**config.mk**
```make
export PLATFORM = sky130hd
export DESIGN_NAME = lb_demo_top
export DESIGN_NICKNAME = d
export VERILOG_FILES = /design/src/hdl/lb_pkg.sv /design/src/hdl/lb_decode.sv /design/src/hdl/lb_event_counter.sv /design/src/hdl/lb_execute.sv /design/src/hdl/lb_led_pwm.sv /design/src/hdl/lb_read_result.sv /design/src/hdl/lb_demo_top.sv
export VERILOG_INCLUDE_DIRS = /design/src /design/src/include
export SDC_FILE = /design/constraint.sdc
export NUM_CORES = 2
export LEC_CHECK = 0
export BUFFER_PORTS_ARGS = -buffer_cell sky130_fd_sc_hd__buf_2
export CORE_MARGIN = 3
export CORE_UTILIZATION = 50
export CTS_CLUSTER_DIAMETER = 30
export DETAILED_ROUTE_END_ITERATION = 10
export GPL_TIMING_DRIVEN = 0
export PLACE_DENSITY_LB_ADDON = 0.08
export SLEW_MARGIN = 25
export SYNTH_ARGS = -nofsm -noshare
export SYNTH_HDL_FRONTEND = slang
export SYNTH_HIERARCHICAL = 1
export SYNTH_SLANG_ARGS = --single-unit
```
**constraint.sdc**
```tcl
create_clock -name clk -period 3.9 [get_ports clk]
set_clock_uncertainty 0.15 [all_clocks]
set_input_delay 0.195 -clock clk [delete_from_list [all_inputs] [get_ports clk]]
set_output_delay 0.195 -clock clk [all_outputs]
set_load 0.02 [all_outputs]
```
**src/include/lb_defines.svh**
```systemverilog
// Local bus demo slave shared sizes
// Bus widths, storage depths and fixed read words
`ifndef LB_DEFINES_SVH
`define LB_DEFINES_SVH

// Bus widths
`define LB_ADDR_W       24
`define LB_DATA_W       32

// Storage and counter widths
`define LB_MIRROR_AW    5
`define LB_CNT_W        20
`define LB_CAT_W        4
`define LB_FAULT_W      16
`define LB_DUTY_W       8
`define LB_PWM_W        10

// Fixed read words
`define LB_NOMAP_WORD   32'hdeadbeef
`define LB_UNUSED_WORD  "zzzz"
`define LB_HELLO_0      "Hell"
`define LB_HELLO_1      "o wo"
`define LB_HELLO_2      "rld!"
`define LB_HELLO_3      "(::)"

`endif

```
**src/hdl/lb_pkg.sv**
```systemverilog
// Local bus demo slave types
// Region codes and the records passed between pipeline stages
`include "lb_defines.svh"

package lb_pkg;

	// Decoded target of one access
	typedef enum logic [1:0] {
		REGION_MIRROR   = 2'd0,
		REGION_COUNTERS = 2'd1,
		REGION_STATUS   = 2'd2,
		REGION_NONE     = 2'd3
	} lb_region_e;

	// Decode to execute
	typedef struct packed {
		logic                     rd;
		logic                     wr;
		lb_region_e               region;
		logic [`LB_MIRROR_AW-1:0] index;
		logic [`LB_DATA_W-1:0]    wdata;
	} lb_req_t;

	// Execute to result
	typedef struct packed {
		logic                  rd;
		lb_region_e            region;
		logic [`LB_DATA_W-1:0] status_word;
		logic [`LB_DATA_W-1:0] mirror_word;
		logic [`LB_CNT_W-1:0]  counter_word;
	} lb_exec_t;

	// Control registers seen by the LEDs and the outputs
	typedef struct packed {
		logic                  led_user;
		logic [`LB_DUTY_W-1:0] led1_duty;
		logic [`LB_DUTY_W-1:0] led2_duty;
		logic [`LB_DATA_W-1:0] scratch;
	} lb_ctrl_t;

endpackage

```
**src/hdl/lb_decode.sv**
```systemverilog
// Local bus decode stage
// Samples the strobe and classifies the address into a region,
// a word index and a read or write request
`timescale 1ns/1ps
`include "lb_defines.svh"

module lb_decode (
	input  logic                   clk,
	input  logic                   arst_n,
	input  logic                   strobe,
	input  logic                   rd,
	input  logic [`LB_ADDR_W-1:0]  addr,
	input  logic [`LB_DATA_W-1:0]  wdata,
	output lb_pkg::lb_req_t        req
);
	import lb_pkg::*;

	// Page select is the top address byte
	logic [7:0]               page;
	lb_region_e               region_d;
	logic                     rd_d;
	logic                     wr_d;

	// Request registers
	logic                     rd_q;
	logic                     wr_q;
	lb_region_e               region_q;
	logic [`LB_MIRROR_AW-1:0] index_q;
	logic [`LB_DATA_W-1:0]    wdata_q;

	assign page = addr[`LB_ADDR_W-1:`LB_ADDR_W-8];

	// ================================================
	// Address classification
	// ================================================
	always_comb begin
		case (page)
			8'h00: region_d = REGION_MIRROR;
			// Counter bank only in the 0x041xxx window
			8'h04: region_d = (addr[15:12] == 4'h1) ? REGION_COUNTERS : REGION_NONE;
			8'h11: region_d = REGION_STATUS;
			default: region_d = REGION_NONE;
		endcase
	end

	assign rd_d = strobe & rd;
	// Only page 0 is writable, other writes vanish here
	assign wr_d = strobe & ~rd & (region_d == REGION_MIRROR);

	// Control bits
	always_ff @(posedge clk or negedge arst_n) begin
		if (!arst_n) begin
			rd_q <= 1'b0;
			wr_q <= 1'b0;
		end else begin
			rd_q <= rd_d;
			wr_q <= wr_d;
		end
	end

	// Payload, only meaningful alongside rd_q or wr_q
	always_ff @(posedge clk) begin
		region_q <= region_d;
		index_q  <= addr[`LB_MIRROR_AW-1:0];
		wdata_q  <= wdata;
	end

	assign req.rd     = rd_q;
	assign req.wr     = wr_q;
	assign req.region = region_q;
	assign req.index  = index_q;
	assign req.wdata  = wdata_q;

	// A strobe must carry a defined direction and address
	a_strobe_known: assert property (
		@(posedge clk) disable iff (!arst_n) strobe |-> !$isunknown({rd, addr})
	) else $error("strobe with unknown read level or address");

endmodule

```
**src/hdl/lb_event_counter.sv**
```systemverilog
// Event counter bank
// Sixteen wrapping counters, one increment port and one
// registered read port
`timescale 1ns/1ps
`include "lb_defines.svh"

module lb_event_counter (
	input  logic                 clk,
	input  logic                 arst_n,
	input  logic                 inc,
	input  logic [`LB_CAT_W-1:0] inc_index,
	input  logic [`LB_CAT_W-1:0] read_index,
	output logic [`LB_CNT_W-1:0] count
);

	// One counter per category
	logic [`LB_CNT_W-1:0] cnt_mem [2**`LB_CAT_W];

	// ================================================
	// Increment side
	// ================================================
	always_ff @(posedge clk or negedge arst_n) begin
		if (!arst_n) begin
			for (int i = 0; i < 2**`LB_CAT_W; i++) begin
				cnt_mem[i] <= '0;
			end
		end else if (inc) begin
			// Wraps at 2**20
			cnt_mem[inc_index] <= cnt_mem[inc_index] + `LB_CNT_W'(1);
		end
	end

	// ================================================
	// Read side
	// ================================================
	// Registered every cycle, an increment in the same cycle
	// shows up on the next read
	always_ff @(posedge clk or negedge arst_n) begin
		if (!arst_n) begin
			count <= '0;
		end else begin
			count <= cnt_mem[read_index];
		end
	end

endmodule

```
**src/hdl/lb_execute.sv**
```systemverilog
// Local bus execute stage
// Mirror RAM, control registers, status bank and housekeeping
// counters; registers all read sources one cycle after decode
`timescale 1ns/1ps
`include "lb_defines.svh"

module lb_execute (
	input  logic                  clk,
	input  logic                  arst_n,
	input  lb_pkg::lb_req_t       req,
	input  logic                  xdomain_fault,
	input  logic                  rx_category_s,
	input  logic [`LB_CAT_W-1:0]  rx_category,
	input  logic [`LB_DATA_W-1:0] scratch_in,
	input  logic                  tick,
	output lb_pkg::lb_exec_t      exe,
	output lb_pkg::lb_ctrl_t      ctrl
);
	import lb_pkg::*;

	// Mirror storage, no reset
	logic [`LB_DATA_W-1:0]  mirror_mem [2**`LB_MIRROR_AW];

	// Housekeeping state
	logic [`LB_FAULT_W-1:0] fault_cnt;
	logic [`LB_DATA_W-1:0]  uptime;
	logic [`LB_DATA_W-1:0]  scratch_in_q;
	lb_ctrl_t               ctrl_q;

	// Read side registers
	logic                   rd_q;
	lb_region_e             region_q;
	logic [`LB_DATA_W-1:0]  status_d;
	logic [`LB_DATA_W-1:0]  status_q;
	logic [`LB_DATA_W-1:0]  mirror_q;
	logic [`LB_CNT_W-1:0]   counter_word;

	// ================================================
	// Housekeeping counters
	// ================================================
	always_ff @(posedge clk or negedge arst_n) begin
		if (!arst_n) begin
			fault_cnt    <= '0;
			uptime       <= '0;
			scratch_in_q <= '0;
		end else begin
			// Wraps silently
			if (xdomain_fault)
				fault_cnt <= fault_cnt + `LB_FAULT_W'(1);
			// One step per PWM period
			if (tick)
				uptime <= uptime + `LB_DATA_W'(1);
			scratch_in_q <= scratch_in;
		end
	end

	// Per-category receive statistics
	lb_event_counter event_counter_i (
		.clk        (clk),
		.arst_n     (arst_n),
		.inc        (rx_category_s),
		.inc_index  (rx_category),
		.read_index (req.index[`LB_CAT_W-1:0]),
		.count      (counter_word)
	);

	// ================================================
	// Page 0 writes
	// ================================================
	always_ff @(posedge clk or negedge arst_n) begin
		if (!arst_n) begin
			ctrl_q <= '0;
		end else if (req.wr) begin
			case (req.index)
				5'd1: ctrl_q.led_user  <= req.wdata[0];
				5'd2: ctrl_q.led1_duty <= req.wdata[`LB_DUTY_W-1:0];
				5'd3: ctrl_q.led2_duty <= req.wdata[`LB_DUTY_W-1:0];
				5'd7: ctrl_q.scratch   <= req.wdata;
				default: ;
			endcase
		end
	end

	// Mirror write and read share one index
	always_ff @(posedge clk) begin
		if (req.wr)
			mirror_mem[req.index] <= req.wdata;
		if (req.rd)
			mirror_q <= mirror_mem[req.index];
	end

	// ================================================
	// Status bank
	// ================================================
	always_comb begin
		case (req.index)
			5'd0: status_d = `LB_HELLO_0;
			5'd1: status_d = `LB_HELLO_1;
			5'd2: status_d = `LB_HELLO_2;
			5'd3: status_d = `LB_HELLO_3;
			5'd4: status_d = {{(`LB_DATA_W-`LB_FAULT_W){1'b0}}, fault_cnt};
			5'd5: status_d = uptime;
			5'd6: status_d = scratch_in_q;
			default: status_d = `LB_UNUSED_WORD;
		endcase
	end

	always_ff @(posedge clk) begin
		if (req.rd)
			status_q <= status_d;
	end

	// Read request travels with its data
	always_ff @(posedge clk or negedge arst_n) begin
		if (!arst_n) begin
			rd_q     <= 1'b0;
			region_q <= REGION_NONE;
		end else begin
			rd_q     <= req.rd;
			region_q <= req.region;
		end
	end

	assign exe.rd           = rd_q;
	assign exe.region       = region_q;
	assign exe.status_word  = status_q;
	assign exe.mirror_word  = mirror_q;
	assign exe.counter_word = counter_word;

	assign ctrl = ctrl_q;

	// Writes only ever reach the mirror page
	a_wr_mirror_only: assert property (
		@(posedge clk) disable iff (!arst_n) req.wr |-> req.region == REGION_MIRROR
	) else $error("write request outside the mirror region");

endmodule

```
**src/hdl/lb_led_pwm.sv**
```systemverilog
// LED PWM generator
// Free-running period counter, two duty compares and a
// one-cycle tick per period for the uptime counter
`timescale 1ns/1ps
`include "lb_defines.svh"

module lb_led_pwm (
	input  logic             clk,
	input  logic             arst_n,
	input  lb_pkg::lb_ctrl_t ctrl,
	output logic             led1,
	output logic             led2,
	output logic             tick
);

	// Period counter, 1024 cycles per period
	logic [`LB_PWM_W-1:0] pwm_cnt;

	// Duty scaled to the counter width
	logic [`LB_PWM_W-1:0] thresh1;
	logic [`LB_PWM_W-1:0] thresh2;

	// Four counts per duty step
	assign thresh1 = {ctrl.led1_duty, 2'b00};
	assign thresh2 = {ctrl.led2_duty, 2'b00};

	always_ff @(posedge clk or negedge arst_n) begin
		if (!arst_n) begin
			pwm_cnt <= '0;
			tick    <= 1'b0;
			led1    <= 1'b0;
			led2    <= 1'b0;
		end else begin
			pwm_cnt <= pwm_cnt + `LB_PWM_W'(1);
			// Wrap marker
			tick    <= &pwm_cnt;
			// Duty 0 never passes the compare
			led1    <= pwm_cnt < thresh1;
			led2    <= pwm_cnt < thresh2;
		end
	end

endmodule

```
**src/hdl/lb_read_result.sv**
```systemverilog
// Local bus result stage
// Picks the read word by region and returns it with a
// one-cycle rd_valid pulse
`timescale 1ns/1ps
`include "lb_defines.svh"

module lb_read_result (
	input  logic                  clk,
	input  logic                  arst_n,
	input  lb_pkg::lb_exec_t      exe,
	output logic [`LB_DATA_W-1:0] rdata,
	output logic                  rd_valid
);
	import lb_pkg::*;

	logic [`LB_DATA_W-1:0] sel_word;

	// ================================================
	// Region select
	// ================================================
	always_comb begin
		case (exe.region)
			REGION_MIRROR:   sel_word = exe.mirror_word;
			// Counters are narrower than the bus
			REGION_COUNTERS: sel_word = {{(`LB_DATA_W-`LB_CNT_W){1'b0}}, exe.counter_word};
			REGION_STATUS:   sel_word = exe.status_word;
			default:         sel_word = `LB_NOMAP_WORD;
		endcase
	end

	// Data held between reads
	always_ff @(posedge clk) begin
		if (exe.rd)
			rdata <= sel_word;
	end

	// One valid per read, no back-pressure
	always_ff @(posedge clk or negedge arst_n) begin
		if (!arst_n) begin
			rd_valid <= 1'b0;
		end else begin
			rd_valid <= exe.rd;
		end
	end

	// Whole pipeline must deliver defined data
	a_rdata_known: assert property (
		@(posedge clk) disable iff (!arst_n) rd_valid |-> !$isunknown(rdata)
	) else $error("read data has unknown bits");

endmodule

```
**src/hdl/lb_demo_top.sv**
```systemverilog
// Local bus demo slave
// Three-stage read pipeline with mirror RAM, status bank,
// event counters and two PWM LEDs
`timescale 1ns/1ps
`include "lb_defines.svh"

module lb_demo_top (
	input  logic                  clk,
	input  logic                  arst_n,
	input  logic                  strobe,
	input  logic                  rd,
	input  logic [`LB_ADDR_W-1:0] addr,
	input  logic [`LB_DATA_W-1:0] wdata,
	input  logic                  xdomain_fault,
	input  logic                  rx_category_s,
	input  logic [`LB_CAT_W-1:0]  rx_category,
	input  logic [`LB_DATA_W-1:0] scratch_in,
	output logic [`LB_DATA_W-1:0] rdata,
	output logic                  rd_valid,
	output logic                  led_user_mode,
	output logic                  led1,
	output logic                  led2,
	output logic [`LB_DATA_W-1:0] scratch_out
);
	import lb_pkg::*;

	// Stage links
	lb_req_t  req;
	lb_exec_t exe;
	lb_ctrl_t ctrl;
	logic     tick;

	// ================================================
	// Pipeline
	// ================================================
	lb_decode decode_i (
		.clk    (clk),
		.arst_n (arst_n),
		.strobe (strobe),
		.rd     (rd),
		.addr   (addr),
		.wdata  (wdata),
		.req    (req)
	);

	lb_execute execute_i (
		.clk           (clk),
		.arst_n        (arst_n),
		.req           (req),
		.xdomain_fault (xdomain_fault),
		.rx_category_s (rx_category_s),
		.rx_category   (rx_category),
		.scratch_in    (scratch_in),
		.tick          (tick),
		.exe           (exe),
		.ctrl          (ctrl)
	);

	lb_read_result result_i (
		.clk      (clk),
		.arst_n   (arst_n),
		.exe      (exe),
		.rdata    (rdata),
		.rd_valid (rd_valid)
	);

	// LEDs and uptime tick
	lb_led_pwm pwm_i (
		.clk    (clk),
		.arst_n (arst_n),
		.ctrl   (ctrl),
		.led1   (led1),
		.led2   (led2),
		.tick   (tick)
	);

	assign led_user_mode = ctrl.led_user;
	assign scratch_out   = ctrl.scratch;

endmodule

```
==> flow_metrics.env <==
export IMPL_endpoint_type_of_the_worst_setup_path="register"
export IMPL_most_used_standard_cells_in_the_synthesized_netlist="1120 x sky130_fd_sc_hd__edfxtp_1, 486 x sky130_fd_sc_hd__dfrtp_1, 416 x sky130_fd_sc_hd__nand2_1"
export IMPL_required_ps=4300
export IMPL_yosys_most_used_dff="sky130_fd_sc_hd__edfxtp_1"
export IMPL_yosysMostFrequentCell="sky130_fd_sc_hd__edfxtp_1"
export IMPL_first_pass_iters=5
export IMPL_worst_hold_margin_ps=84.3
export IMPL_synth_cell_area_sq_mm=0.0684
export IMPL_gp_congestion=0.913
export IMPL_final_period_minus_worst_setup_slack_ps=4030
export IMPL_report_final_slew_viol_count=0
export IMPL_post_layout_nonfiller_instances=7008
export IMPL_post_dp_hpwl_microns=141000
export IMPL_final_layout_size_suffix_gt1_share_pct=29.3
export IMPL_insertion_delay_ps=920
export IMPL_worst_r2r_endpoint="execute_i/mirror_q[0]"
export IMPL_post_synth_and_or_nand_nor_area_fraction_pct=5.56
export IMPL_combinational_family_with_the_most_area_after_synthesis="multiplexers"
export IMPL_critPathArrivalTime_ps=4420
export IMPL_cts_htree_levels=5
export IMPL_grt_overflow=0
export IMPL_synth_warning_count=6
export IMPL_avg_inst_size_synth_sq_um=16.4
export IMPL_synth_cell_types=83
export IMPL_detail_route_drc_violations=0
export IMPL_totalWireLength_microns=211000
export IMPL_synth_cells=4170
export IMPL_max_clock_freq_mhz=248
export IMPL_max_cap_viol_count=0
export IMPL_netlist_top_cell_by_area="sky130_fd_sc_hd__edfxtp_1"
export IMPL_vias_in_the_first_global_route=44591
export IMPL_timing_max_slew_rel_slack_pct=22.2
export IMPL_max_slew_worst_pin_slew_ps=1160
export IMPL_pre_cts_ws_ps=-1270
export IMPL_clock_sink_count=1647
export IMPL_dr_total_vias=43116
export IMPL_synth_enable_flop_cells=1120
export IMPL_xor_xnor_portion_of_the_synthesized_cell_area_pct=0.884
export IMPL_ys_ff_latch=1647
export IMPL_period_share_pct=103
export IMPL_largest_net_degree_at_the_start_of_global_routing=85
export IMPL_wire_per_inst_microns=30.1
export IMPL_fill_cells=9706
export IMPL_buffer_ports_inserted=155
export IMPL_fp_dieW_microns=376
export IMPL_irDropWorstVdd_v=0.000388
export IMPL_drt_iter0_markers=4589
export IMPL_seq_area_frac_synth_pct=68.2
export IMPL_grt_first_pass_wirelength_microns=307000
export IMPL_std_cell_rows=135
export IMPL_ant_nets=0
export IMPL_areal_power_density_over_the_cells_mw_per_mm2=594
export IMPL_worst_setup_path_start_kind="register"
export IMPL_timing_reg2reg_setup_slack_ps=-130
export IMPL_failed_checks="negative setup slack"
export IMPL_post_synth_mux_area_share_pct=16.6
export IMPL_outcome="complete, but fails checks"
export IMPL_grt_setup_unrepaired="no"
export IMPL_global_route_usage_total_pct=30.2
export IMPL_routed_via_density=6.15
export IMPL_tritoncts="built"
export IMPL_cts_root_buffer_cell="sky130_fd_sc_hd__clkbuf_16"
export IMPL_coreArea_sq_mm=0.136
export IMPL_critPathLaunch="decode_i/index_q[4]"
export IMPL_yosys_area_top_type_share_pct=49.2
export IMPL_boundaryPins=166
export IMPL_layout_area_overhead_vs_synth_pct=27.4
export IMPL_synthAdderAreaFrac_pct=0.329
export IMPL_cts_buffer_depth=4
export IMPL_die_height_microns=376
export IMPL_floorplan_initialDensity_pct=50.4
export IMPL_path_max_fanout=10
export IMPL_synth_async_reset_ratio_pct=29.6
export IMPL_synth_compound_gate_area_share_pct=6.00
export IMPL_syn_num_nets=4286
export IMPL_overall_die_area_sq_mm=0.141
export IMPL_endpoint_of_the_worst_setup_timing_path="execute_i/mirror_q[0]"
export IMPL_dp_cells=6181
export IMPL_tritoncts_num_buffers=369
export IMPL_r2r_worst_path_cells=5
export IMPL_r2r_start="decode_i/index_q[4]"
export IMPL_initial_antenna_violation_count=5
export IMPL_main_area_contributors_after_synthesis="sky130_fd_sc_hd__edfxtp_1 49%, sky130_fd_sc_hd__dfrtp_1 18%, sky130_fd_sc_hd__mux4_2 13%"
export IMPL_final_setup_violation_count=18
export IMPL_final_nets=5054
export IMPL_p_leak_uw=0.0324
export IMPL_clk_transition_reported_paths_ps=50
export IMPL_final_setup_worst_slack_ps=-127
export IMPL_hold_viol=0
export IMPL_worst_hold_path_type="input port to register"
export IMPL_timing_setup_critical_path_class="register to register"
==> power breakdown <==
| group | internal (uW) | switching [uW] | total, uW |
|---|---|---|---|
| sequential | 19100 | 401 | 19500 |
| combinational | 926 | 1390 | 2310 |
| clock | 20400 | 9550 | 30000 |
| total | 40400 | 11300 | 51800 |
==> layout make-up <==
class | instances | area, sq um | share of cell area, %
Antenna cell | 6 | 15.0 | 0.0172
Buffer | 300 | 1550 | 1.78
Clock buffer | 438 | 9790 | 11.2
Clock inverter | 216 | 2340 | 2.69
Inverter | 35 | 136 | 0.157
Multi-Input combinational cell | 2188 | 20400 | 23.4
Sequential cell | 1647 | 46700 | 53.6
Tap cell | 1781 | 2230 | 2.56
Timing Repair Buffer | 397 | 4000 | 4.59
==> what timing repair did <==
item | CTS | global route
pin swaps | 2 | 1
buffers inserted | 2 | 2
gates cloned | 0 | 0
endpoints found under the setup margin | 116 | 127
hold endpoints to repair | 343 | 0
hold buffers | 163 | 0
resized for setup | 9 | 12
==> worst min path at each step <==
stage                         startpoint                      end  slack, ps  depth (start not counted)
finish                     xdomain_fault   execute_i/fault_cnt[0]         80                          3
global route               xdomain_fault   execute_i/fault_cnt[0]        110                          3
CTS                        xdomain_fault   execute_i/fault_cnt[0]         30                          3
detailed placement                arst_n  execute_i/fault_cnt[14]         90                          1
global placement    decode_i/region_q[0]    execute_i/region_q[0]        140                          0
floorplan                         arst_n            decode_i/rd_q       -250                          0
==> registers in the layout (all words and copies together) (netlist names), 5 cells and up <==
signal and count:
pwm_i/pwm_cnt 10, decode_i/wdata_q 32, execute_i/mirror_q 32, execute_i/scratch_in_q 32, execute_i/uptime 32, result_i/rdata 32, execute_i/event_counter_i/count 20, execute_i/event_counter_i/cnt_mem 320
execute_i/status_q 32, execute_i/fault_cnt 16, decode_i/index_q 5, execute_i/mirror_mem 1024, execute_i/ctrl 49
==> routing by layer <==
metal  global-route usage [%]  vias up  wire length [microns]
li1                         -    18046                      -
met1                     40.4    22305                  82700
met2                     47.8     2231                 100000
met3                     5.49      532                  16600
met4                     15.4        2                  11200
met5                        0        -                     20
==> cells in the final DEF, fill, tap and decap left out, types with 42 or more instances in the layout <==
master                          Yosys  final
sky130_fd_sc_hd__clkbuf_1         159    194
sky130_fd_sc_hd__mux2i_1          165    165
sky130_fd_sc_hd__nor2_1           139    114
sky130_fd_sc_hd__mux2_2            53     53
sky130_fd_sc_hd__clkinv_2           0     73
sky130_fd_sc_hd__buf_4             33     46
sky130_fd_sc_hd__nand2_1          416    415
sky130_fd_sc_hd__buf_2             69    226
sky130_fd_sc_hd__a211oi_1          51     51
sky130_fd_sc_hd__edfxtp_1        1120   1120
sky130_fd_sc_hd__a22oi_1           87     87
sky130_fd_sc_hd__dlygate4sd3_1      0    162
sky130_fd_sc_hd__o21ai_0          275    275
sky130_fd_sc_hd__clkbuf_16          0    373
sky130_fd_sc_hd__nand3_1           62     62
sky130_fd_sc_hd__mux4_2           388    388
sky130_fd_sc_hd__nor4_1            45     42
sky130_fd_sc_hd__xnor2_1           54     52
sky130_fd_sc_hd__a21oi_1           54     51
sky130_fd_sc_hd__dfrtp_1          486    486
sky130_fd_sc_hd__o22ai_1           58     58
==> worst max-delay path: stages (launching register included) <==
cell	delay, ps
sky130_fd_sc_hd__dfxtp_1	590
sky130_fd_sc_hd__buf_2	360
sky130_fd_sc_hd__nor2b_1	510
sky130_fd_sc_hd__buf_1	810
sky130_fd_sc_hd__a211oi_1	330
sky130_fd_sc_hd__a21oi_1	870
==> per-stage QoR <==
stage / setup TNS, ps / area, sq um / utilization [%] / power, uW
2_1_floorplan: -11020 / 68400 / - / 20900
3_3_place_gp: -6126210 / 71400 / 52.6 / 21900
3_5_place_dp: -175910 / 73200 / 54.0 / 21900
4_1_cts: 0 / 87000 / 64.2 / 52100
5_1_grt: 0 / 87100 / 64.2 / 53200
6_report: -480 / 87100 / 64.2 / 51800
==> kinds of logic (layout without fill, tap and decap cells) <==
family	count (synthesis)	count (layout)
adders and majority gates	18	18
muxes	631	631
buffers and inverters	335	1386
and+or+nand+nor	821	821
other	0	6
xor gates and xnor gates	69	69
AOI/OAI and AO/OA	649	649
DFF	1647	1647
No activity file was read; power rests on OpenSTA's default activity.
